==> src/airHockeyPkg.sv <==
package airHockeyPkg;

    //////////////////////////////////////////////////
    // Screen geometry
    //////////////////////////////////////////////////

    // Coordinate bits, enough for 0..127
    localparam int CoordWidth = 7;

    // OLED panel size in pixels
    localparam int ScreenWidth = 96;
    localparam int ScreenHeight = 64;

    // Paddle is 3 wide and 21 tall around its centre
    localparam int PaddleHalfHeight = 10;
    localparam int PaddleHalfWidth = 1;

    // Gap between paddle column and screen edge
    localparam int Border = 3;
    localparam int UserPaddleX = Border;
    localparam int AudioPaddleX = ScreenWidth - Border - 1;

    // Centre of the playfield
    localparam int CentreX = ScreenWidth / 2;
    localparam int CentreY = ScreenHeight / 2;

    // Paddle centre limits, keeps the whole paddle on screen
    localparam int PaddleMinY = PaddleHalfHeight;
    localparam int PaddleMaxY = ScreenHeight - 1 - PaddleHalfHeight;

    //////////////////////////////////////////////////
    // RGB565 colours
    //////////////////////////////////////////////////

    localparam logic [15:0] ColourRed = 16'b11111_000000_00000;
    localparam logic [15:0] ColourBlue = 16'b00000_000000_11111;
    localparam logic [15:0] ColourWhite = 16'b11111_111111_11111;
    localparam logic [15:0] ColourGrey = 16'b10000_100000_10000;
    localparam logic [15:0] ColourBlack = 16'b00000_000000_00000;

endpackage
==> src/airHockeyRenderer.sv <==
`timescale 1ns/1ps

module airHockeyRenderer (
    input  logic [airHockeyPkg::CoordWidth-1:0] x,
    input  logic [airHockeyPkg::CoordWidth-1:0] y,
    input  logic [airHockeyPkg::CoordWidth-1:0] puckX,
    input  logic [airHockeyPkg::CoordWidth-1:0] puckY,
    input  logic                                userPaddleAppear,
    input  logic                                audioPaddleAppear,
    output logic [15:0]                         pixelColour
);
    import airHockeyPkg::*;

    logic puckAppear;
    logic lineAppear;

    //////////////////////////////////////////////////
    // Pixel classification
    //////////////////////////////////////////////////

    // 2x2 puck with its corner at (puckX, puckY)
    assign puckAppear = (x == puckX || x == puckX + CoordWidth'(1))
                     && (y == puckY || y == puckY + CoordWidth'(1));

    // Dashed centre line, two columns wide
    assign lineAppear = (x == CoordWidth'(CentreX - 1) || x == CoordWidth'(CentreX))
                     && !y[0];

    // Puck drawn over everything else
    always_comb begin
        if (puckAppear) begin
            pixelColour = ColourWhite;
        end else if (userPaddleAppear) begin
            pixelColour = ColourRed;
        end else if (audioPaddleAppear) begin
            pixelColour = ColourBlue;
        end else if (lineAppear) begin
            pixelColour = ColourGrey;
        end else begin
            pixelColour = ColourBlack;
        end
    end

endmodule

==> config.mk <==
export PLATFORM = sky130hd
export DESIGN_NAME = airHockeyRenderer
export DESIGN_NICKNAME = d
export VERILOG_FILES = /design/src/airHockeyPkg.sv /design/src/airHockeyRenderer.sv
export SDC_FILE = /design/constraint.sdc
export NUM_CORES = 1
export LEC_CHECK = 0
export BUFFER_PORTS_ARGS = -buffer_cell sky130_fd_sc_hd__buf_2
export CAP_MARGIN = 20
export CORE_MARGIN = 1.5
export CORE_UTILIZATION = 35
export DETAILED_ROUTE_END_ITERATION = 16
export GPL_ROUTABILITY_DRIVEN = 0
export PLACE_DENSITY = 0.69
export SETUP_SLACK_MARGIN = 0.02
export SYNTH_ARGS = -nofsm -noshare
export SYNTH_HDL_FRONTEND = slang
export SYNTH_SLANG_ARGS = --single-unit
export TNS_END_PERCENT = 20
==> constraint.sdc <==
create_clock -name vclk -period 5.75
set_clock_uncertainty 0.15 [all_clocks]
set_input_delay 1.725 -clock vclk [all_inputs]
set_output_delay 1.725 -clock vclk [all_outputs]
set_load 0.03 [all_outputs]
==> impl_metrics.yaml, run 1 <==
global_route:
  antenna_found_initial: 0
  grtUsageMet3_pct: 0.595
  met1_usage_pct: 15.9
  grt_busiest_layer: "met2"
  met2_usage_pct: 28.7
  grt_max_degree: 8
  grt.overflow.total: 0
  grt_first_pass_wirelength_um: 3010
  track_usage_pct: 14.1
  grt_pass1_vias: 743
finish:
  n_fill_cell: 202
  num_antenna_cells: 0
  utilization_pct: 47.1
  final_cell_mix: "buf_2 (46), xnor2_1 (14), nand3_1 (7)"
  clock_buffers: 0
  seq_cells: 0
  stdcell_area_um2: 952
  final_common_cell: "buf_2"
  area_growth_pct: 22.0
  seq_area_um2: 0
  nNetsFinal: 170
  final_layout_size_suffix_gt1_share_pct: 41.9
timing:
  rsz0062_at_grt: "false"
  slew_violations: 0
  max_clock_freq_mhz: 183
  slew_headroom_pct: 61.8
  worst_pin_slew_ps: 566
  final-setup-viol-count: 0
  period_needed_ps: 5450
  fin_crit_sh_pct: 94.8
  hold_viol_final: 0
  setup-tns-final_ps: 0
setup_path:
  crit_required_ps: 3880
  critical_path_class: "in -> out"
  critPathLaunchType: "input port"
  arrival_ps: 3580
  crit_fanout: 6
  cp-end-kind: "output port"
yosys:
  synth_compound_area_share_pct: 26.9
  synth_cell_type_count: 44
  muxShareOfSynthArea_pct: 0
  synth_fp_nets: 135
  synth-simple-area-share_pct: 27.9
  synth_top_family_by_area: "XOR/XNOR gates"
  synth_area_per_cell_um2: 7.58
  synth_xor_area_share_pct: 28.7
  synthAdderAreaFrac_pct: 3.21
  syn_area_um2: 781
  syn_inst: 103
  ys_seq_area_share_pct: 0
  yosysWarningCount: 0
floorplanning:
  rows: 16
  die_y_um: 50.2
  pin_count: 46
  start_util_pct: 38.6
  die-area_mm2: 0.00252
  die_w_um: 50.2
  core_area_mm2: 0.00202
power:
  peakVddDrop_mv: 0.0361
  power_leakage_nw: 0.413
  pwr_density_cell_mw_per_mm2: 81.0
  total_power_w: 0.0000772
cts:
  postCtsSetupRepairBufs: 0
  cts_hold_buf: 0
  ctsResizeCount: 0
placement:
  placed_area_um2: 952
  dpl.hpwl_um: 1660
  port-buffer-count: 46
run:
  timing.max_cap.violations: 0
detailed_routing:
  vias_per_cell: 5.29
  vias: 862
  antenna_left: 0
  drt-initial-drc-count: 19
  first_pass_iters: 4
  wl_um: 1900
  remaining_drc_errors: 0
  routedWlPerCell_um: 11.7
hold_path:
  holdCritPathClass: "in -> out"
status:
  status: "complete, no violations"
[critical path: stages]
cell	delay [ps]
buf_2	130
xnor2_1	230
nand4_1	150
nor4_1	470
a31o_2	180
o221ai_2	140
o22ai_1	280
buf_2	260
[report_power, final]
| part | internal (W) | switching [W] |
|---|---|---|
| sequential | 0 | 0 |
| combinational | 0.0000341 | 0.0000431 |
| clock | 0 | 0 |
| total | 0.0000341 | 0.0000431 |
[area by class of cell]
| cell class | instances | area [um^2] | share of cell area [%] |
|---|---|---|---|
| Multi-Input combinational cell | 87 | 677 | 71.1 |
| Inverter | 3 | 11.3 | 1.18 |
| Tap cell | 27 | 33.8 | 3.55 |
| Timing Repair Buffer | 46 | 230 | 24.2 |
[Yosys cell counts (2+ instances only)]
cell      number  area share [%]
a21oi_1        4             2.6
a31o_2         2             2.2
and4b_1        2             2.6
buf_2          2             1.3
buf_4         11              11
ha_1           2             3.2
inv_1          3             1.4
nand2_1        3             1.4
nand2b_1       2             1.6
nand3_1        7             4.5
nor2_1         4             1.9
nor2b_1        2             1.6
nor3_1         2             1.3
nor4_1         3             2.4
o21ai_0        3             1.9
o21ai_1        2             1.3
o21bai_1       2             1.9
o31a_1         2             2.2
xnor2_1       14              16
xor2_1         6             6.7
xor2_2         2             4.2
[layer usage]
| metal | vias up | wire, um |
|---|---|---|
| li1 | 437 | - |
| met1 | 396 | 808 |
| met2 | 25 | 969 |
| met3 | 4 | 88 |
| met4 | 0 | 34 |
| met5 | - | 0 |
[final timing paths]
kind  depth (start not counted)              from             end
max                           8          puckX[2]  pixelColour[0]
min                           3  userPaddleAppear  pixelColour[4]
[kinds of logic (layout without fill, tap and decap cells)]
family,Yosys count,in the layout
adder cells (fa/ha/maj),2,2
XOR/XNOR,23,23
AND/OR/NAND/NOR,35,35
AO/OA/AOI/OAI,27,27
buffers and inverters,16,49
[stage by stage]
stage	cells	hold slack [ps]	setup WS (ps)
floorplan	103	3410	166
global placement	163	3650	368
detailed placement	163	3660	322
CTS	163	3650	312
global route	163	3660	177
finish	163	3660	297
Note: power is estimated with default switching activity, not from simulation.
==> inputs of run 2 (changes only) <==
Clock period 5.75 ns to 7.1 ns, I/O delays scaled along.
==> run 2 against run 1 <==
Effect of this change:
- critical path depth up 1
- total power down 20%
- critical endpoint unchanged
- clock-buffer cell count unchanged
- die area unchanged
- global-route usage up 0.30 points
- utilization unchanged
- critical path type unchanged
==> impl_metrics.yaml, run 2 (same netlist as run 1, synthesis figures left out) <==
status:
  status: "complete, no violations"
power:
  p_int_w: 0.0000276
  peakVddDrop_mv: 0.0236
  p_sw_w: 0.0000343
  power_leakage_nw: 0.413
  pwr_density_cell_mw_per_mm2: 65.0
  seqPwrFrac_pct: 0
  p_sw_share_pct: 55.4
  p_clk_share_pct: 0
  p_comb_share_pct: 100.0
finish:
  seq_area_um2: 0
  seq_cells: 0
  final_common_cell: "buf_2"
  nNetsFinal: 170
  final_layout_size_suffix_gt1_share_pct: 41.9
  clock_buffers: 0
  area_growth_pct: 22.0
  stdcell_area_um2: 952
  num_antenna_cells: 0
  final_cell_mix: "buf_2 (46), xnor2_1 (14), nand3_1 (7)"
global_route:
  track_usage_pct: 14.4
  antenna_found_initial: 0
  grt_pass1_vias: 782
  grt_max_degree: 8
  grt_first_pass_wirelength_um: 3060
  grt.overflow.total: 0
setup_path:
  critical_path_class: "in -> out"
  crit_fanout: 6
  crit_required_ps: 4820
  cp-end-kind: "output port"
  critPathLaunchType: "input port"
  arrival_ps: 3960
timing:
  final-setup-viol-count: 0
  rsz0062_at_grt: "false"
  setup-tns-final_ps: 0
  period_needed_ps: 6240
  worst_pin_slew_ps: 596
  slew_violations: 0
  max_clock_freq_mhz: 160
  finalWorstSetupSlack_ps: 863
  slew_headroom_pct: 59.7
  fin_crit_sh_pct: 87.9
  hold_viol_final: 0
placement:
  place_ws_ps: 836
  port-buffer-count: 46
  placed_area_um2: 952
  dpl.hpwl_um: 1560
detailed_routing:
  vias_per_cell: 5.09
  routedWlPerCell_um: 11.2
  remaining_drc_errors: 0
  antenna_left: 0
  wl_um: 1820
  vias: 830
  drt-initial-drc-count: 10
  first_pass_iters: 2
run:
  timing.max_cap.violations: 0
cts:
  ctsResizeCount: 0
  cts_hold_buf: 0
  postCtsSetupRepairBufs: 0
floorplanning:
  die_w_um: 50.2
  die-area_mm2: 0.00252
  rows: 16
  start_util_pct: 38.6
  die_y_um: 50.2
  pin_count: 46
  core_area_mm2: 0.00202
hold_path:
  holdCritPathClass: "in -> out"
  hold_depth: 3
-- run 2: per-layer routing --
layer  wire (um)  track usage [%]
met1         805             18.3
met2         948             28.5
met3          64                0
met4           0                0
met5           0                0
-- run 2: path summary, 6_finish.rpt --
path                  slack (ps)        startpoint             end
worst max-delay path         860          puckX[0]  pixelColour[0]
worst min-delay path        4460  userPaddleAppear  pixelColour[4]
-- run 2: critical path, stage by stage --
cell and delay, ps:
buf_2 130, ha_1 250, inv_1 120, xnor2_1 140, o31a_1 280, a32oi_1 210, o221ai_2 190, o22ai_1 260
buf_2 250
-- run 2: layout make-up --
| type | count | area [um^2] |
|---|---|---|
| Inverter | 3 | 11.3 |
| Tap cell | 27 | 33.8 |
| Timing Repair Buffer | 46 | 230 |
| Multi-Input combinational cell | 87 | 677 |
| Fill cell | 216 | 1070 |
-- run 2: metrics by stage --
stage                     total power (W)  hold WS (ps)  std cells  utilization (%)
after floorplan                 0.0000426          4220        103                -
after global placement          0.0000609          4460        163             47.1
after detailed placement        0.0000618          4460        163             47.1
after CTS                       0.0000622          4460        163             47.1
after global routing            0.0000683          4470        163             47.1
final                           0.0000619          4460        163             47.1
-- run 2: power groups by stage --
stage | logic, W | clock network (W) | registers, W
finish | 0.0000619 | 0 | 0
global route | 0.0000683 | 0 | 0
CTS | 0.0000622 | 0 | 0
detailed placement | 0.0000618 | 0 | 0
global placement | 0.0000609 | 0 | 0
floorplan | 0.0000426 | 0 | 0
