**config.mk**
```make
export PLATFORM = sky130hd
export DESIGN_NAME = airHockeyScore
export DESIGN_NICKNAME = d
export VERILOG_FILES = /design/src/airHockeyScore.sv
export SDC_FILE = /design/constraint.sdc
export NUM_CORES = 1
export LEC_CHECK = 0
export ABC_AREA = 1
export BUFFER_PORTS_ARGS = -buffer_cell sky130_fd_sc_hd__buf_2
export CORE_AREA = 4 4 41 43
export DETAILED_ROUTE_END_ITERATION = 10
export DIE_AREA = 0 0 45 47
export PLACE_DENSITY = 0.66
export RECOVER_POWER = 25
export SYNTH_ARGS = -nofsm -noshare
export SYNTH_HDL_FRONTEND = slang
export SYNTH_SLANG_ARGS = --single-unit
```
**constraint.sdc**
```tcl
create_clock -name clkPaddle -period 2.1 [get_ports clkPaddle]
set_input_delay 0.105 -clock clkPaddle [delete_from_list [all_inputs] [get_ports clkPaddle]]
set_output_delay 0.105 -clock clkPaddle [all_outputs]
set_load 0.01 [all_outputs]
```
**src/airHockeyScore.sv**
```systemverilog
`timescale 1ns/1ps

module airHockeyScore #(
    parameter int MaxScore = 7
) (
    input  logic       clkPaddle,
    input  logic       rstN,
    input  logic       sw,
    input  logic       userGoal,
    input  logic       audioGoal,
    output logic [3:0] userScore,
    output logic [3:0] audioScore,
    output logic       gameOver
);
    localparam logic [3:0] ScoreLimit = 4'(MaxScore);

    // Level, stays up until sw drops and clears the counters
    assign gameOver = (userScore >= ScoreLimit) || (audioScore >= ScoreLimit);

    //////////////////////////////////////////////////
    // Goal counters
    //////////////////////////////////////////////////

    always_ff @(posedge clkPaddle or negedge rstN) begin
        if (!rstN) begin
            userScore <= 4'd0;
            audioScore <= 4'd0;
        end else if (!sw) begin
            userScore <= 4'd0;
            audioScore <= 4'd0;
        end else if (!gameOver) begin
            if (userGoal) begin
                userScore <= userScore + 4'd1;
            end
            if (audioGoal) begin
                audioScore <= audioScore + 4'd1;
            end
        end
    end

    // Puck can only be at one edge per step
    goalExclusiveA: assert property (@(posedge clkPaddle) disable iff (!rstN)
        !(userGoal && audioGoal) && userScore <= ScoreLimit && audioScore <= ScoreLimit)
        else $error("double goal or score past limit");

endmodule

```
==> summary.txt, run 1 <==
Worst setup path
  • Arrival @ worst endpoint: 1320 ps
  • WS Path Type: register to output pin
  • Worst EP required: 2000 ps
  • Crit-path max FO: 5
  • Critical Path Sink Type: output pin
  • Crit path launch type: register

Finish
  • Layout cell share with drive strength beyond 1: 26.5%
  • Most frequent cells in the layout: 16 x nand2_1, 15 x nand3_1, 12 x buf_2
  • Commonest non-fill, non-tap cell in the layout: nand2_1
  • Nets: 92
  • Ant diodes: 0
  • Multi-input logic area: 280 um^2
  • Layout fillers: 136
  • Final Util: 48.1%
  • FF/Latch Area: 200 um^2
  • Synthesis-to-finish area growth: 20.2%

Route
  • Vias/cell: 4.89
  • Routed Antenna Nets: 0
  • Drt initial violations: 3
  • # DRC: 0
  • Via count: 479
  • DR WL/cell: 10.8 um
  • Pre-Repair DR Iteration Count: 3
  • Routed WL: 1060 um

Clock tree
  • H-Tree Depth: 1
  • Clock root cell: clkbuf_4
  • Max Root-Sink Buffers: 2
  • Clock slew at reported path FFs: 60 ps
  • Total CTS buffers: 3
  • # resized after CTS: 0
  • CTS tree: done
  • Clk sinks: 8
  • Clk_lat worst skew: 250 ps
  • Postcts setup bufs: 0

Logic synthesis
  • Cell area after synthesis: 520 um^2
  • Syn_nets: 75
  • Post-synthesis sequential area ratio: 38.5%
  • Mapped Cells: 68
  • Synth unique cells: 15
  • Syn Area/Cell: 7.65 um^2
  • Synth warn: 0
  • Seq cells post-synth: 8

Floorplanning
  • Die area: 2120 um^2
  • Num ports: 14
  • Initial Util: 40.0%
  • Die X: 45 um
  • Core area: 1300 um^2
  • # rows: 13
  • Die extent in y: 47 um

STA
  • Final hold vios: 0
  • Final slew viol count: 0
  • Minimum clock period after layout: 1430 ps
  • Tcrit/Tclk final: 67.9%
  • Final worst slack: 674 ps
  • Final setup vio count: 0
  • Slew @ Worst Pin: 453 ps
  • Total Neg Setup Slack: 0 ps
  • Slew HR: 69.8%
  • Clock Skew: 1.40 ps
  • RSZ-0062 raised after global routing: no
  • Fmax: 701 MHz

Global route
  • Total Routing Usage GR: 11.8%
  • Vias in the first global route: 430
  • Global-route wire length before repair: 1770 um
  • Largest net degree at the start of global routing: 17
  • GRT overflow: 0
  • Antenna violations before repair: 0

Outcome
  • Status: finished, final reports clean

Power
  • Combinational fraction of design power: 20.4%
  • LEAKAGE: 0.399 nW
  • Seq pwr share: 48.3%
  • Clock Power Share: 31.2%
  • Net switching power: 114 uW
  • Peak VDD IR: 0.000320 V
  • Pint: 265 uW
  • Power Density: 607 nW/um^2
  • Switching Share: 30.1%

Placed design
  • IO buf count: 13
  • Detail Placement HPWL: 833 um
  • Worst slack, placed: 854 ps
  • Routability congestion estimate: 0.710

Job
  • Maxcap violations: 0

Worst hold path
  • Worst min-delay path class: primary input to register
kinds of logic after synthesis:
group / synth area share (%)
xor gates and xnor gates: 3.37
adders and majority gates: 4.81
buffers and inverters: 7.69
DFF: 38.5
and+or+nand+nor: 45.7
Yosys cell counts:
cell type / number / share of area [%]
nand2_4: 1 / 2.2
nand3_1: 15 / 14
dfrtp_1: 8 / 38
nor2_4: 1 / 2.2
nand2_2: 2 / 2.4
ha_1: 2 / 4.8
xor2_1: 2 / 3.4
nand3_4: 1 / 3.4
inv_1: 8 / 5.8
nand4_1: 3 / 3.6
nor2_1: 5 / 3.6
nor2_2: 2 / 2.4
buf_2: 1 / 0.96
clkbuf_2: 1 / 0.96
nand2_1: 16 / 12
critical path, stage by stage, from the launching register on:
cell,delay (ps)
dfrtp_1,420
ha_1,260
nand2_2,110
nand3_4,120
buf_2,170
area by class of cell:
type	count	share of cell area (%)
tap	15	3.00
timing repair buffer	14	11.8
clock buffer	3	3.60
multi-input combinational	50	44.8
sequential	8	32.0
inverter	8	4.80
path summary, 6_finish.rpt:
check / end / cells after the start / startpoint / slack, ps
hold / removal: userScore[2]$_DFFE_PN0P_ / 5 / userGoal / 220
hold reg to reg: userScore[1]$_DFFE_PN0P_ / 2 / userScore[1]$_DFFE_PN0P_ / 570
max in group asynchronous: userScore[2]$_DFFE_PN0P_ / 2 / rstN / 1480
setup / recovery: gameOver / 4 / userScore[0]$_DFFE_PN0P_ / 670
setup reg to reg: audioScore[2]$_DFFE_PN0P_ / 5 / audioScore[0]$_DFFE_PN0P_ / 850
min in group asynchronous: audioScore[1]$_DFFE_PN0P_ / 2 / rstN / 310
power by group through the flow:
stage               registers (mW)  clock network [mW]  logic [mW]
floorplan                    0.191                   0      0.0439
global placement             0.185                   0      0.0769
detailed placement           0.186                   0      0.0772
CTS                          0.183               0.123      0.0790
global route                 0.186               0.130      0.0896
finish                       0.183               0.118      0.0775
sequential cells by signal (all words and copies together), names as in the netlist:
signal      count
audioScore      4
userScore       4
what timing repair did:
item | CTS | global route
hold buffers | 1 | 0
endpoints found under the setup margin | 0 | 0
hold endpoints to repair | 8 | 0
layer usage:
metal  vias to the layer above  track usage [%]  part of all wire (%)
li1                        249                -                     -
met1                       220             14.6                    49
met2                         8             18.1                    46
met3                         2             3.45                   3.1
met4                         0             7.02                   1.0
met5                         -                0                     0
stage by stage:
stage / hold WS [ps] / total power, mW / instances / cell area, um^2
after floorplan: -191 / 0.235 / 68 / 520
after global placement: -37.7 / 0.262 / 94 / 594
after detailed placement: -36.9 / 0.263 / 94 / 594
after CTS: 209 / 0.385 / 98 / 627
after global routing: 252 / 0.405 / 98 / 626
final: 218 / 0.379 / 98 / 626
Note: power is estimated with default switching activity, not from simulation.
==> run 2, diff against run 1 <==
--- a/config.mk
+++ b/config.mk
@@ -5,12 +5,12 @@
 export SDC_FILE = /design/constraint.sdc
 export NUM_CORES = 1
 export LEC_CHECK = 0
-export ABC_AREA = 1
+export ABC_AREA = 0
 export BUFFER_PORTS_ARGS = -buffer_cell sky130_fd_sc_hd__buf_2
 export CORE_AREA = 4 4 41 43
 export DETAILED_ROUTE_END_ITERATION = 10
 export DIE_AREA = 0 0 45 47
-export PLACE_DENSITY = 0.66
+export PLACE_DENSITY = 0.59
 export RECOVER_POWER = 25
 export SYNTH_ARGS = -nofsm -noshare
 export SYNTH_HDL_FRONTEND = slang
==> constraint.sdc (replaced) <==
create_clock -name clkPaddle -period 1.4 [get_ports clkPaddle]
set_input_delay 0.07 -clock clkPaddle [delete_from_list [all_inputs] [get_ports clkPaddle]]
set_output_delay 0.07 -clock clkPaddle [all_outputs]
set_load 0.01 [all_outputs]
==> run 2 against run 1 <==
Against the previous run: the run now ends with setup timing left; largest cell class unchanged; critical path depth unchanged; clock-buffer cell count unchanged; first-iteration DRC count up 33%; combinational power up 20%; critical endpoint unchanged; utilization down 0.77 points; clock skew up 4.4 ps; cell area down 1.6%; synthesized area down 19%; via count down 26%.
==> summary.txt, run 2 <==
Outcome
  • Status: complete, but fails checks
  • Failing checks: setup timing

Logic synthesis
  • FFs w/ async S/R, synth: 100% (unchanged)
  • Synth Area in Simple Gates: 25.7% (-20 points)
  • Area share of the largest cell type after synthesis: 47.2% (+8.7 points)
  • Post-synth EDFFs: 0 (unchanged)
  • Most frequent cell after synthesis: dfrtp_1
  • Synth top cells by count: 8 x dfrtp_1, 6 x nand2_1, 4 x mux2i_1
  • Syn_nets: 43 (-43%)
  • Synth unique cells: 17 (+2)
  • Primary FF master, synth: dfrtp_1
  • Post-synthesis sequential area ratio: 47.2% (+8.7 points)
  • Cell area after synthesis: 424 um^2 (-19%)
  • Adder-cell area share of the yosys netlist: 5.90% (+1.1 points)
  • Post-synthesis mux area share: 9.44% (+9.4 points)
  • Mapped Cells: 36 (-47%)
  • Syn Area/Cell: 11.8 um^2 (+54%)
  • XOR/XNOR Fraction of Synth Area: 0% (-3.4 points)
  • Cell taking the most area after synthesis: dfrtp_1
  • Synth Area in Compound Gates: 10.9% (+11 points)
  • Synth warn: 0 (unchanged)
  • Seq cells post-synth: 8 (unchanged)
  • Cells taking the most area after synthesis: dfrtp_1 47%, mux2i_1 9.4%, nor3b_4 8.8%
  • Largest family of logic cells by synthesized area: simple AND/OR/NAND/NOR gates

STA
  • Fin Hold WS: 164 ps (-53.7 ps)
  • Clock Skew: 5.76 ps (+4.36 ps)
  • Fmax: 606 MHz
  • Slew @ Worst Pin: 438 ps (-15.3 ps)
  • RSZ-0062 raised after global routing: yes
  • Tcrit/Tclk final: 118%
  • Total Neg Setup Slack: -1860 ps (-1860 ps)
  • Final worst slack: -249 ps (-923 ps)
  • Slew HR: 70.8% (+1.0 points)
  • Minimum clock period after layout: 1650 ps
  • Final slew viol count: 0 (unchanged)
  • Final hold vios: 0 (unchanged)
  • Final setup vio count: 8 (+8)

Worst setup path
  • Crit path from: audioScore[0]$_DFFE_PN0P_
  • CP peak stage delay: 390 ps (-30 ps)
  • FF-to-FF End: audioScore[2]$_DFFE_PN0P_
  • Critical path, cell by cell: ha_2, a221o_2, or2_4, buf_6
  • Crit-path max FO: 3 (-2)
  • FF-to-FF Start: audioScore[0]$_DFFE_PN0P_
  • WS Path Type: register to output pin
  • Crit path max-delay family: compound AO/OA/AOI/OAI gates
  • Crit path launch type: register
  • Worst EP required: 1330 ps (-670 ps)
  • Instance count on the critical path: 4 (unchanged)
  • Internal reg-to-reg setup slack: -240 ps (-1090 ps)
  • CP max stage cell: a221o_2
  • Worst Path Buf+Inv: 1 (unchanged)
  • Critical Path Sink Type: output pin
  • Arrival @ worst endpoint: 1580 ps (+260 ps)
  • Worst Reg-to-Reg Cells: 6 (+1)
  • Worst setup path end: gameOver

Route
  • Via count: 355 (-26%)
  • DR WL/cell: 12.5 um (+16%)
  • # DRC: 0 (unchanged)
  • Pre-Repair DR Iteration Count: 4 (+1)
  • Routed Antenna Nets: 0 (unchanged)
  • Vias/cell: 4.73 (-3.2%)
  • Drt initial violations: 4 (+1)
  • Routed WL: 938 um (-12%)

Global route
  • Antenna violations before repair: 0 (unchanged)
  • Global-route wire length before repair: 1610 um (-9.0%)
  • Vias in the first global route: 366 (-15%)
  • Total Routing Usage GR: 11.3% (-0.46 points)
  • Largest net degree at the start of global routing: 15 (-2)
  • GRT overflow: 0 (unchanged)

Finish
  • Final cell count without fillers: 75 (-23%)
  • Commonest non-fill, non-tap cell in the layout: buf_2
  • Top Registers: audioScore (4), userScore (4)
  • Ant diodes: 0 (unchanged)
  • Synthesis-to-finish area growth: 45.1%
  • Most frequent cells in the layout: 11 x buf_2, 8 x dfrtp_1, 7 x buf_4
  • Nets: 69 (-25%)
  • Post-route cell area: 616 um^2 (-1.6%)
  • Layout cell share with drive strength beyond 1: 53.3% (+27 points)

Placed design
  • Detail Placement HPWL: 690 um (-17%)
  • IO buf count: 13 (unchanged)
  • Worst slack, placed: -154 ps (-1010 ps)
  • Routability congestion estimate: 0.678 (-4.4%)
  • Cells after DPL: 68 (-28%)
  • Area post-placement: 547 um^2 (-8.0%)

Floorplanning
  • Die X: 45 um (unchanged)
  • Core area: 1300 um^2 (unchanged)
  • Die extent in y: 47 um (unchanged)
  • Die area: 2120 um^2 (unchanged)
  • Initial Util: 32.6% (-7.4 points)
  • # rows: 13 (unchanged)
  • Num ports: 14 (unchanged)

Clock tree
  • Total CTS buffers: 3 (unchanged)
  • Clock root cell: clkbuf_4
  • Clk_lat worst skew: 250 ps (about the same)
  • Clock slew at reported path FFs: 50 ps (about the same)
  • CTS tree: done
  • Clk sinks: 8 (unchanged)
  • Max Root-Sink Buffers: 2 (unchanged)
  • H-Tree Depth: 1 (unchanged)

Power
  • Power Density: 835 nW/um^2 (+38%)
  • LEAKAGE: 0.329 nW (-18%)
  • Peak VDD IR: 0.000474 V (+48%)

Worst hold path
  • Worst min-delay path class: primary input to register
  • Worst Min Path Start: sw

Job
  • Maxcap violations: 0 (unchanged)
-- run 2: cell count changes after synthesis, moves of 2 or more --
| cell | previous run | this run |
|---|---|---|
| and2_1 | 0 | 2 |
| inv_1 | 8 | 0 |
| mux2i_1 | 0 | 4 |
| nand2_1 | 16 | 6 |
| nand2_2 | 2 | 0 |
| nand2b_1 | 0 | 2 |
| nand3_1 | 15 | 0 |
| nand4_1 | 3 | 1 |
| nor2_1 | 5 | 1 |
| nor2_2 | 2 | 0 |
| nor3b_4 | 0 | 2 |
| xor2_1 | 2 | 0 |
-- run 2: worst min-delay path by stage --
stage,end,cells after the start,slack [ps]
final,audioScore[3]$_DFFE_PN0P_,2,160
after global routing,audioScore[3]$_DFFE_PN0P_,2,180
after CTS,audioScore[3]$_DFFE_PN0P_,2,150
after detailed placement,userScore[2]$_DFFE_PN0P_,1,-80
after global placement,audioScore[3]$_DFFE_PN0P_,1,-80
after floorplan,audioScore[0]$_DFFE_PN0P_,0,-230
-- run 2: power breakdown --
group	total [mW]	internal, mW	leakage (nW)	switching (mW)
Clock	0.171	0.0978	0.0138	0.0737
Combinational	0.0931	0.0490	0.207	0.0441
Sequential	0.249	0.243	0.109	0.00658
-- run 2: final cells by class --
class	instances	area [um^2]
Sequential cell	8	200
Multi-Input combinational cell	27	230
Fill cell	130	686
Tap cell	15	18.8
Clock buffer	3	22.5
Timing Repair Buffer	22	144
-- run 2: cells by family (layout without fill, tap and decap cells) --
family	count (synthesis)	in the layout
AOI/OAI and AO/OA	5	5
adders and majority gates	2	2
buffers and inverters	1	25
DFF	8	8
muxes	4	4
and+or+nand+nor	16	16
-- run 2: through the flow --
stage | utilization [%] | total power, mW
detailed placement | 42.0 | 0.344
floorplan | - | 0.298
CTS | 46.3 | 0.524
finish | 47.3 | 0.514
global route | 47.3 | 0.544
global placement | 42.0 | 0.343
-- run 2: per-layer routing --
layer  vias up  wire length [um]  track usage (%)
met5         -                 0                0
met4         0                 7             4.09
met3         2                74             6.90
met2        12               449             16.7
met1       163               405             13.5
li1        178                 -                -
-- run 2: repair_timing --
action	4_1_cts	5_1_grt
hold buffers	1	0
setup buffers	2	1
resized for setup	2	2
pin swaps	3	2
hold endpoints to repair	8	0
endpoints found under the setup margin	8	9
