$ cat src/airHockeyPkg.sv
package airHockeyPkg;

    //////////////////////////////////////////////////
    // Screen geometry
    //////////////////////////////////////////////////

    // Coordinate bits, enough for 0..127
    localparam int CoordWidth = 7;

    // OLED panel size in pixels
    localparam int ScreenWidth = 96;
    localparam int ScreenHeight = 64;

    // Paddle is 3 wide and 21 tall around its centre
    localparam int PaddleHalfHeight = 10;
    localparam int PaddleHalfWidth = 1;

    // Gap between paddle column and screen edge
    localparam int Border = 3;
    localparam int UserPaddleX = Border;
    localparam int AudioPaddleX = ScreenWidth - Border - 1;

    // Centre of the playfield
    localparam int CentreX = ScreenWidth / 2;
    localparam int CentreY = ScreenHeight / 2;

    // Paddle centre limits, keeps the whole paddle on screen
    localparam int PaddleMinY = PaddleHalfHeight;
    localparam int PaddleMaxY = ScreenHeight - 1 - PaddleHalfHeight;

    //////////////////////////////////////////////////
    // RGB565 colours
    //////////////////////////////////////////////////

    localparam logic [15:0] ColourRed = 16'b11111_000000_00000;
    localparam logic [15:0] ColourBlue = 16'b00000_000000_11111;
    localparam logic [15:0] ColourWhite = 16'b11111_111111_11111;
    localparam logic [15:0] ColourGrey = 16'b10000_100000_10000;
    localparam logic [15:0] ColourBlack = 16'b00000_000000_00000;

endpackage
$ cat src/airHockeyPuck.sv
`timescale 1ns/1ps

module airHockeyPuck (
    input  logic                                clkPaddle,
    input  logic                                rstN,
    input  logic                                sw,
    input  logic                                gameOver,
    input  logic [airHockeyPkg::CoordWidth-1:0] userPaddleY,
    input  logic [airHockeyPkg::CoordWidth-1:0] audioPaddleY,
    output logic [airHockeyPkg::CoordWidth-1:0] puckX,
    output logic [airHockeyPkg::CoordWidth-1:0] puckY,
    output logic                                userGoal,
    output logic                                audioGoal
);
    import airHockeyPkg::*;

    // Puck is 2x2, so its corner stops 2 short of the far edge
    localparam int PuckMaxX = ScreenWidth - 2;
    localparam int PuckMaxY = ScreenHeight - 2;
    // Columns where the puck touches a paddle face
    localparam int UserHitX = UserPaddleX + 2;
    localparam int AudioHitX = AudioPaddleX - 3;

    // dx is -1 while dxLeft and dy is -1 while dyUp
    logic dxLeft;
    logic dyUp;

    logic leftGoal;
    logic rightGoal;
    logic userHit;
    logic audioHit;
    logic dxLeftNext;
    logic dyUpNext;
    int yAhead;
    logic [CoordWidth-1:0] xNext;
    logic [CoordWidth-1:0] yNext;

    // Puck row within reach of a paddle centre
    function automatic logic nearPaddle(
        input logic [CoordWidth-1:0] py,
        input logic [CoordWidth-1:0] padY
    );
        return (int'(py) >= int'(padY) - PaddleHalfHeight)
            && (int'(py) <= int'(padY) + PaddleHalfHeight);
    endfunction

    //////////////////////////////////////////////////
    // Next step
    //////////////////////////////////////////////////

    // Edge reached in the direction of travel
    assign leftGoal = dxLeft && (puckX == '0);
    assign rightGoal = !dxLeft && (puckX == CoordWidth'(PuckMaxX));

    // Paddle contact only counts when heading into the paddle
    assign userHit = dxLeft && (puckX == CoordWidth'(UserHitX))
                  && nearPaddle(puckY, userPaddleY);
    assign audioHit = !dxLeft && (puckX == CoordWidth'(AudioHitX))
                   && nearPaddle(puckY, audioPaddleY);

    // Wall check looks one row ahead and flips before moving
    assign yAhead = dyUp ? int'(puckY) - 1 : int'(puckY) + 1;
    assign dyUpNext = (yAhead < 1 || yAhead > PuckMaxY) ? !dyUp : dyUp;
    assign dxLeftNext = (userHit || audioHit) ? !dxLeft : dxLeft;

    assign xNext = dxLeftNext ? puckX - CoordWidth'(1) : puckX + CoordWidth'(1);
    assign yNext = dyUpNext ? puckY - CoordWidth'(1) : puckY + CoordWidth'(1);

    always_ff @(posedge clkPaddle or negedge rstN) begin
        if (!rstN) begin
            puckX <= CoordWidth'(CentreX);
            puckY <= CoordWidth'(CentreY);
            dxLeft <= 1'b1;
            dyUp <= 1'b0;
            userGoal <= 1'b0;
            audioGoal <= 1'b0;
        end else if (!sw) begin
            // Serve position heading left and down
            puckX <= CoordWidth'(CentreX);
            puckY <= CoordWidth'(CentreY);
            dxLeft <= 1'b1;
            dyUp <= 1'b0;
            userGoal <= 1'b0;
            audioGoal <= 1'b0;
        end else begin
            // Strobes last a single cycle
            userGoal <= 1'b0;
            audioGoal <= 1'b0;
            // Frozen once the match is decided
            if (!gameOver) begin
                if (leftGoal) begin
                    audioGoal <= 1'b1;
                    puckX <= CoordWidth'(CentreX);
                    puckY <= CoordWidth'(CentreY);
                    dxLeft <= 1'b0;
                end else if (rightGoal) begin
                    userGoal <= 1'b1;
                    puckX <= CoordWidth'(CentreX);
                    puckY <= CoordWidth'(CentreY);
                    dxLeft <= 1'b1;
                end else begin
                    puckX <= xNext;
                    puckY <= yNext;
                    dxLeft <= dxLeftNext;
                    dyUp <= dyUpNext;
                end
            end
        end
    end

    puckRangeA: assert property (@(posedge clkPaddle) disable iff (!rstN)
        puckX <= CoordWidth'(PuckMaxX) && puckY <= CoordWidth'(PuckMaxY))
        else $error("puck left the playfield");

endmodule

$ cat config.mk
export PLATFORM = sky130hd
export DESIGN_NAME = airHockeyPuck
export DESIGN_NICKNAME = d
export VERILOG_FILES = /design/src/airHockeyPkg.sv /design/src/airHockeyPuck.sv
export SDC_FILE = /design/constraint.sdc
export NUM_CORES = 1
export LEC_CHECK = 0
export BUFFER_PORTS_ARGS = -buffer_cell sky130_fd_sc_hd__buf_2
export CAP_MARGIN = 20
export CORE_ASPECT_RATIO = 0.75
export CORE_MARGIN = 2
export CORE_UTILIZATION = 50
export DETAILED_ROUTE_END_ITERATION = 10
export HOLD_SLACK_MARGIN = 0.06
export PLACE_DENSITY = 0.78
export SLEW_MARGIN = 20
export SYNTH_ARGS = -nofsm -noshare
export SYNTH_HDL_FRONTEND = slang
export SYNTH_SLANG_ARGS = --single-unit
export TNS_END_PERCENT = 1
$ cat constraint.sdc
create_clock -name clkPaddle -period 11.7 [get_ports clkPaddle]
set_input_delay 2.34 -clock clkPaddle [delete_from_list [all_inputs] [get_ports clkPaddle]]
set_output_delay 2.34 -clock clkPaddle [all_outputs]
set_load 0.02 [all_outputs]
==> results.md, run 1 <==
- Vias in the first global route: 2135
- Commonest non-fill, non-tap cell in the layout: ha_1
- Layout area overhead: 10.3%
- Initial antenna violation count: 0
- Max Cap Viol: 0
- Library cells used by synthesis: 57
- Router iterations before antenna repair: 4
- Primary FF master, synth: dfrtp_1
- Vias/cell: 5.95
- Routability Congestion: 0.976
- CTS Hold Bufs: 0
- Mean routed wirelength per cell: 15.5 µm
- Post_cts resized: 0
- Port bufs: 33
- Mapped Area: 2380 µm²
- # setup viols final: 0
- Leak: 1.29 nW
- Grt total ovfl: 0
- WS Path Type: input pin to flip-flop
- Vias after detailed routing: 2173
- Reg-to-Reg Start: puckY[0]$_DFFE_PN0P_
- First-pass GRT wire length: 9720 µm
- Largest net degree at the start of global routing: 19
- Post-synth EDFFs: 0
- # nets final: 372
- Row cnt: 21
- Yosys warns: 0
- Initial Util: 0.526
- Storage element area: 455 µm²
- Post-CTS setup buffers: 0
- Multi-input gate area: 1800 µm²
- Die area: 5330 µm²
- Clock buffer depth: 2
- Final hold violation count: 0
- CTS tree: done
- Status: finished, final reports clean
- Iter 0 DRT Violations: 159
- Final worst path period need: 6050 ps
- Worst Skew: 7.97 ps
- Min-delay src: dxLeft$_DFFE_PN1P_
- Critical path startpoint: userPaddleY[1]
- CTS buffer count: 3
- CTS sink cnt: 18
- Core box area: 4520 µm²
- Register area share after synthesis: 0.191
- Area after DPL: 2570 µm²
- Die Y: 63.7 µm
- Period utilisation layout: 0.517
- Worst-Skew Late Latency: 270 ps
- CTS root buf: clkbuf_8
- Startpoint types: input pin
- Crit end category: flip-flop
- Worst VDD drop: 0.0965 mV
- Ant. Diodes: 0
- Final Core Density: 0.581
- Cell area power density: 202 nW/µm²
- Post-route setup slack: 5650 ps
- CP max FO: 6
- Fraction of layout cells with a size suffix above 1: 0.146
- Number of max-slew violations in the final report: 0
- Final Cell Area: 2620 µm²
- Die X: 83.6 µm
- F_max: 165 MHz
- ANT nets after route: 0
- Cells after synthesis: 281
- RSZ-0062 raised after global routing: no
- Post-Syn Area per Cell: 8.46 µm²
- Pre-CTS setup slack: 5410 ps
- Syn nets: 344
- Post-route DRC: 0
- #FFs+latches synth: 18
- Worst hold path class: flip-flop to flip-flop
- Clock slew at reported path FFs: 80 ps
- # H-tree levels: 1
- Slew @ Worst Pin: 555 ps
- Worst EP arrival: 6210 ps
- Fraction of registers with async set/reset: 1.00
- Setup tns final: 0 ps
- Most frequent cells in the layout: ha_1 (43), buf_2 (33), o21ai_0 (23), nand2_1 (22), inv_1 (20)
- Detail Placement HPWL: 4290 µm
- Final WL: 5670 µm
- Gr usage total: 0.220
- Data required, critical path: 11860 ps
- Slew headroom: 0.627
- Fill count: 425
- # IOs: 34
-- state kept, by name (all words and copies together) (netlist names) --
name and cells:
puckX 7, puckY 7, audioGoal 1, dxLeft 1, dyUp 1, userGoal 1
-- through the flow --
step	hold slack [ps]	std cells	power (mW)
floorplan	495	281	0.380
detailed placement	530	361	0.473
global placement	528	361	0.457
finish	547	365	0.530
CTS	548	365	0.528
global route	577	365	0.582
-- path summary, 6_finish.rpt --
kind | cells past startpoint | endpoint | slack [ps]
worst max-delay path | 19 | puckX[6]$_DFFE_PN0P_ | 5650
worst min-delay path | 2 | dxLeft$_DFFE_PN1P_ | 550
worst max register to register | 17 | puckY[6]$_DFFE_PN0P_ | 7380
worst min register to register | 2 | dxLeft$_DFFE_PN1P_ | 550
max in group asynchronous | 1 | dxLeft$_DFFE_PN1P_ | 9370
min in group asynchronous | 1 | puckX[1]$_DFFE_PN0P_ | 2000
-- worst max-delay path, cell delays in order --
cell	delay [ps]
buf_2	130
ha_1	230
o21ai_0	200
xor2_1	100
ha_1	210
a2111o_1	380
a31oi_1	160
o221ai_1	160
o211ai_1	440
inv_1	260
ha_1	340
nor2b_1	130
o21ai_0	140
nand2b_1	110
a21o_1	190
a21oi_1	180
xor2_1	200
o21ai_0	110
a22o_1	200
-- cell families after synthesis --
group	share of synthesized area
buf+inv	0.0510
xor+xnor	0.120
compound gates	0.214
simple gates	0.180
fa+ha+maj	0.243
flops	0.191
-- cell type report --
class,count,share of cell area
multi-input combinational,233,0.687
sequential,18,0.174
timing repair buffer,33,0.0629
inverter,20,0.0286
tap,57,0.0272
clock buffer,4,0.0210
-- cell usage after synthesis, types with 2 or more instances --
| master | number | area (µm²) |
|---|---|---|
| o211ai_1 | 5 | 37.5 |
| o22ai_1 | 3 | 18.8 |
| nor3_1 | 5 | 25.0 |
| a22o_1 | 2 | 17.5 |
| xnor2_1 | 15 | 131 |
| and2_1 | 2 | 12.5 |
| nor4_1 | 3 | 18.8 |
| o21a_1 | 2 | 15.0 |
| nor2_1 | 13 | 48.8 |
| clkbuf_1 | 7 | 26.3 |
| xor2_1 | 15 | 131 |
| a311oi_1 | 3 | 26.3 |
| nand2_1 | 22 | 82.6 |
| fa_1 | 2 | 40.0 |
| nor2b_1 | 5 | 31.3 |
| nand3_1 | 5 | 25.0 |
| ha_1 | 43 | 538 |
| a21o_1 | 7 | 52.6 |
| inv_1 | 20 | 75.1 |
| a31oi_1 | 2 | 12.5 |
| o21ai_0 | 23 | 115 |
| dfstp_2 | 4 | 105 |
| nand3b_1 | 2 | 15.0 |
| o22a_1 | 3 | 26.3 |
| nand2b_1 | 6 | 37.5 |
| dfrtp_1 | 14 | 350 |
| a21oi_1 | 16 | 80.1 |
| nor3b_1 | 3 | 22.5 |
-- per-layer routing --
| layer | vias up | GRT usage | wire [µm] |
|---|---|---|---|
| li1 | 1074 | - | - |
| met1 | 1027 | 0.309 | 2680 |
| met2 | 64 | 0.372 | 2660 |
| met3 | 8 | 0.0297 | 294 |
| met4 | 0 | 0.0363 | 44 |
| met5 | - | 0 | 0 |
-- power breakdown --
group	internal [mW]	switching [mW]
clock network	0.0300	0.0232
logic	0.157	0.184
registers	0.0829	0.0526
Power figures use the tool's default switching activity.
==> run 2, diff against run 1 <==
Clock period 11.7 ns to 6.15 ns, I/O delays scaled along.
==> run 2 against run 1 <==
  * Critical path depth did not move
  * Setup slack worse by 4400 ps
  * Clock skew shrank 3.2 ps
  * Sequential share of layout area unchanged
  * Wire length decreased by 3.2%
  * Via count is 2.3% lower
  * Highest routed layer unchanged
==> results.md, run 2 (same netlist as run 1, synthesis figures left out) <==
- Reg power frac: 0.256
- WS Path Type: input pin to flip-flop
- # nets final: 372
- Final hold violation count: 0
- Logic pwr share: 0.644
- Sw Share: 0.489
- Die X: 83.6 µm
- Top flop regs: puckX: 7 flops, puckY: 7 flops
- Largest net degree at the start of global routing: 19
- CP max FO: 6
- CTS buffer count: 3
- Min-delay src: dxLeft$_DFFE_PN1P_
- Leak: 1.29 nW
- # setup viols final: 0
- Final Core Density: 0.581
- CTS tree: done
- Initial antenna violation count: 0
- Status: finished, final reports clean
- Initial Util: 0.526
- Fin cells: 365
- F_max: 203 MHz
- Reg2Reg Depth: 17
- Slew headroom: 0.583
- Gr usage total: 0.214
- Detail Placement HPWL: 4260 µm
- Worst hold path class: flip-flop to flip-flop
- Final WL: 5490 µm
- Commonest non-fill, non-tap cell in the layout: ha_1
- Vias in the first global route: 2120
- Routability Congestion: 0.975
- Worst Skew: 4.81 ps
- Worst hold path depth: 2
- Fraction of layout cells with a size suffix above 1: 0.146
- Register-to-Register Setup Slack: 1790 ps
- First-pass GRT wire length: 9450 µm
- CTS Hold Bufs: 0
- Setup tns final: 0 ps
- Post_cts resized: 0
- Startpoint types: input pin
- Row cnt: 21
- Grt total ovfl: 0
- Slew @ Worst Pin: 621 ps
- Mean routed wirelength per cell: 15.0 µm
- # IOs: 34
- Worst VDD drop: 0.197 mV
- Post-CTS setup buffers: 0
- Data required, critical path: 6300 ps
- Hold Path Sink: dxLeft$_DFFE_PN1P_
- Die area: 5330 µm²
- Clock slew at reported path FFs: 70 ps
- Router iterations before antenna repair: 4
- Core box area: 4520 µm²
- Psw: 0.490 mW
- # H-tree levels: 1
- ANT nets after route: 0
- RSZ-0062 raised after global routing: no
- Worst EP arrival: 5090 ps
- Cell area power density: 382 nW/µm²
- Max Cap Viol: 0
- Most frequent cells in the layout: ha_1 (43), buf_2 (33), o21ai_0 (23), nand2_1 (22), inv_1 (20)
- Post-route DRC: 0
- R2R Path End: puckY[6]$_DFFE_PN0P_
- Period utilisation layout: 0.802
- Ant. Diodes: 0
- # placed instances: 361
- Number of max-slew violations in the final report: 0
- Worst-Skew Late Latency: 260 ps
- P_int: 0.512 mW
- Reg-to-Reg Start: puckY[0]$_DFFE_PN0P_
- Crit end category: flip-flop
- Vias after detailed routing: 2122
- Layout area overhead: 10.3%
- Iter 0 DRT Violations: 105
- CTS sink cnt: 18
- Port bufs: 33
- Clock share of power: 0.100
- Vias/cell: 5.81
- Die Y: 63.7 µm
- Final worst path period need: 4930 ps
- Clock buffer depth: 2
- CTS root buf: clkbuf_8
run 2: worst max-delay path by stage:
stage	start	slack [ps]	to
after global routing	userPaddleY[1]	900	puckX[6]$_DFFE_PN0P_
final	userPaddleY[1]	1220	puckX[6]$_DFFE_PN0P_
after CTS	userPaddleY[1]	1230	puckX[6]$_DFFE_PN0P_
after floorplan	userPaddleY[3]	1500	puckX[6]$_DFFE_PN0P_
after global placement	userPaddleY[1]	1190	puckX[6]$_DFFE_PN0P_
after detailed placement	userPaddleY[1]	980	puckX[6]$_DFFE_PN0P_
run 2: critical path, stage by stage:
cell and delay (ps):
buf_2 130, ha_1 230, o21ai_0 200, xor2_1 100, ha_1 200, a2111o_1 380, a31oi_1 160, o221ai_1 150
o211ai_1 450, inv_1 260, ha_1 340, nor2b_1 130, o21ai_0 150, nand2b_1 110, a21o_1 190, a21oi_1 180
xor2_1 200, o21ai_0 110, a22o_1 200
run 2: metrics by stage:
stage | setup WS (ps) | hold slack [ps] | total power [mW] | cell area [µm²]
2_1_floorplan | 1500 | 495 | 0.723 | 2380
3_5_place_dp | 975 | 541 | 0.898 | 2570
6_report | 1220 | 548 | 1.00 | 2620
5_1_grt | 903 | 571 | 1.10 | 2620
3_3_place_gp | 1190 | 528 | 0.870 | 2570
4_1_cts | 1230 | 547 | 1.00 | 2620
run 2: final cells by class:
class                           count  area, µm²
Tap cell                           57       71.3
Fill cell                         418       1900
Sequential cell                    18        455
Inverter                           20       75.1
Multi-Input combinational cell    233       1800
Timing Repair Buffer               33        165
Clock buffer                        4       55.1
run 2: power by group through the flow:
stage	combinational (mW)	sequential (mW)	clock, mW
final	0.645	0.257	0.100
after floorplan	0.464	0.259	0
after CTS	0.645	0.256	0.102
after global placement	0.615	0.255	0
after global routing	0.727	0.266	0.108
after detailed placement	0.639	0.258	0
run 2: per-layer routing:
metal / track usage / up-vias / share of wire / wire length (µm)
met3: 0.0284 / 5 / 0.032 / 178
li1: - / 1076 / - / -
met1: 0.293 / 998 / 0.49 / 2720
met5: 0 / - / 0 / 0
met2: 0.373 / 43 / 0.47 / 2560
met4: 0.0323 / 0 / 0.0058 / 32
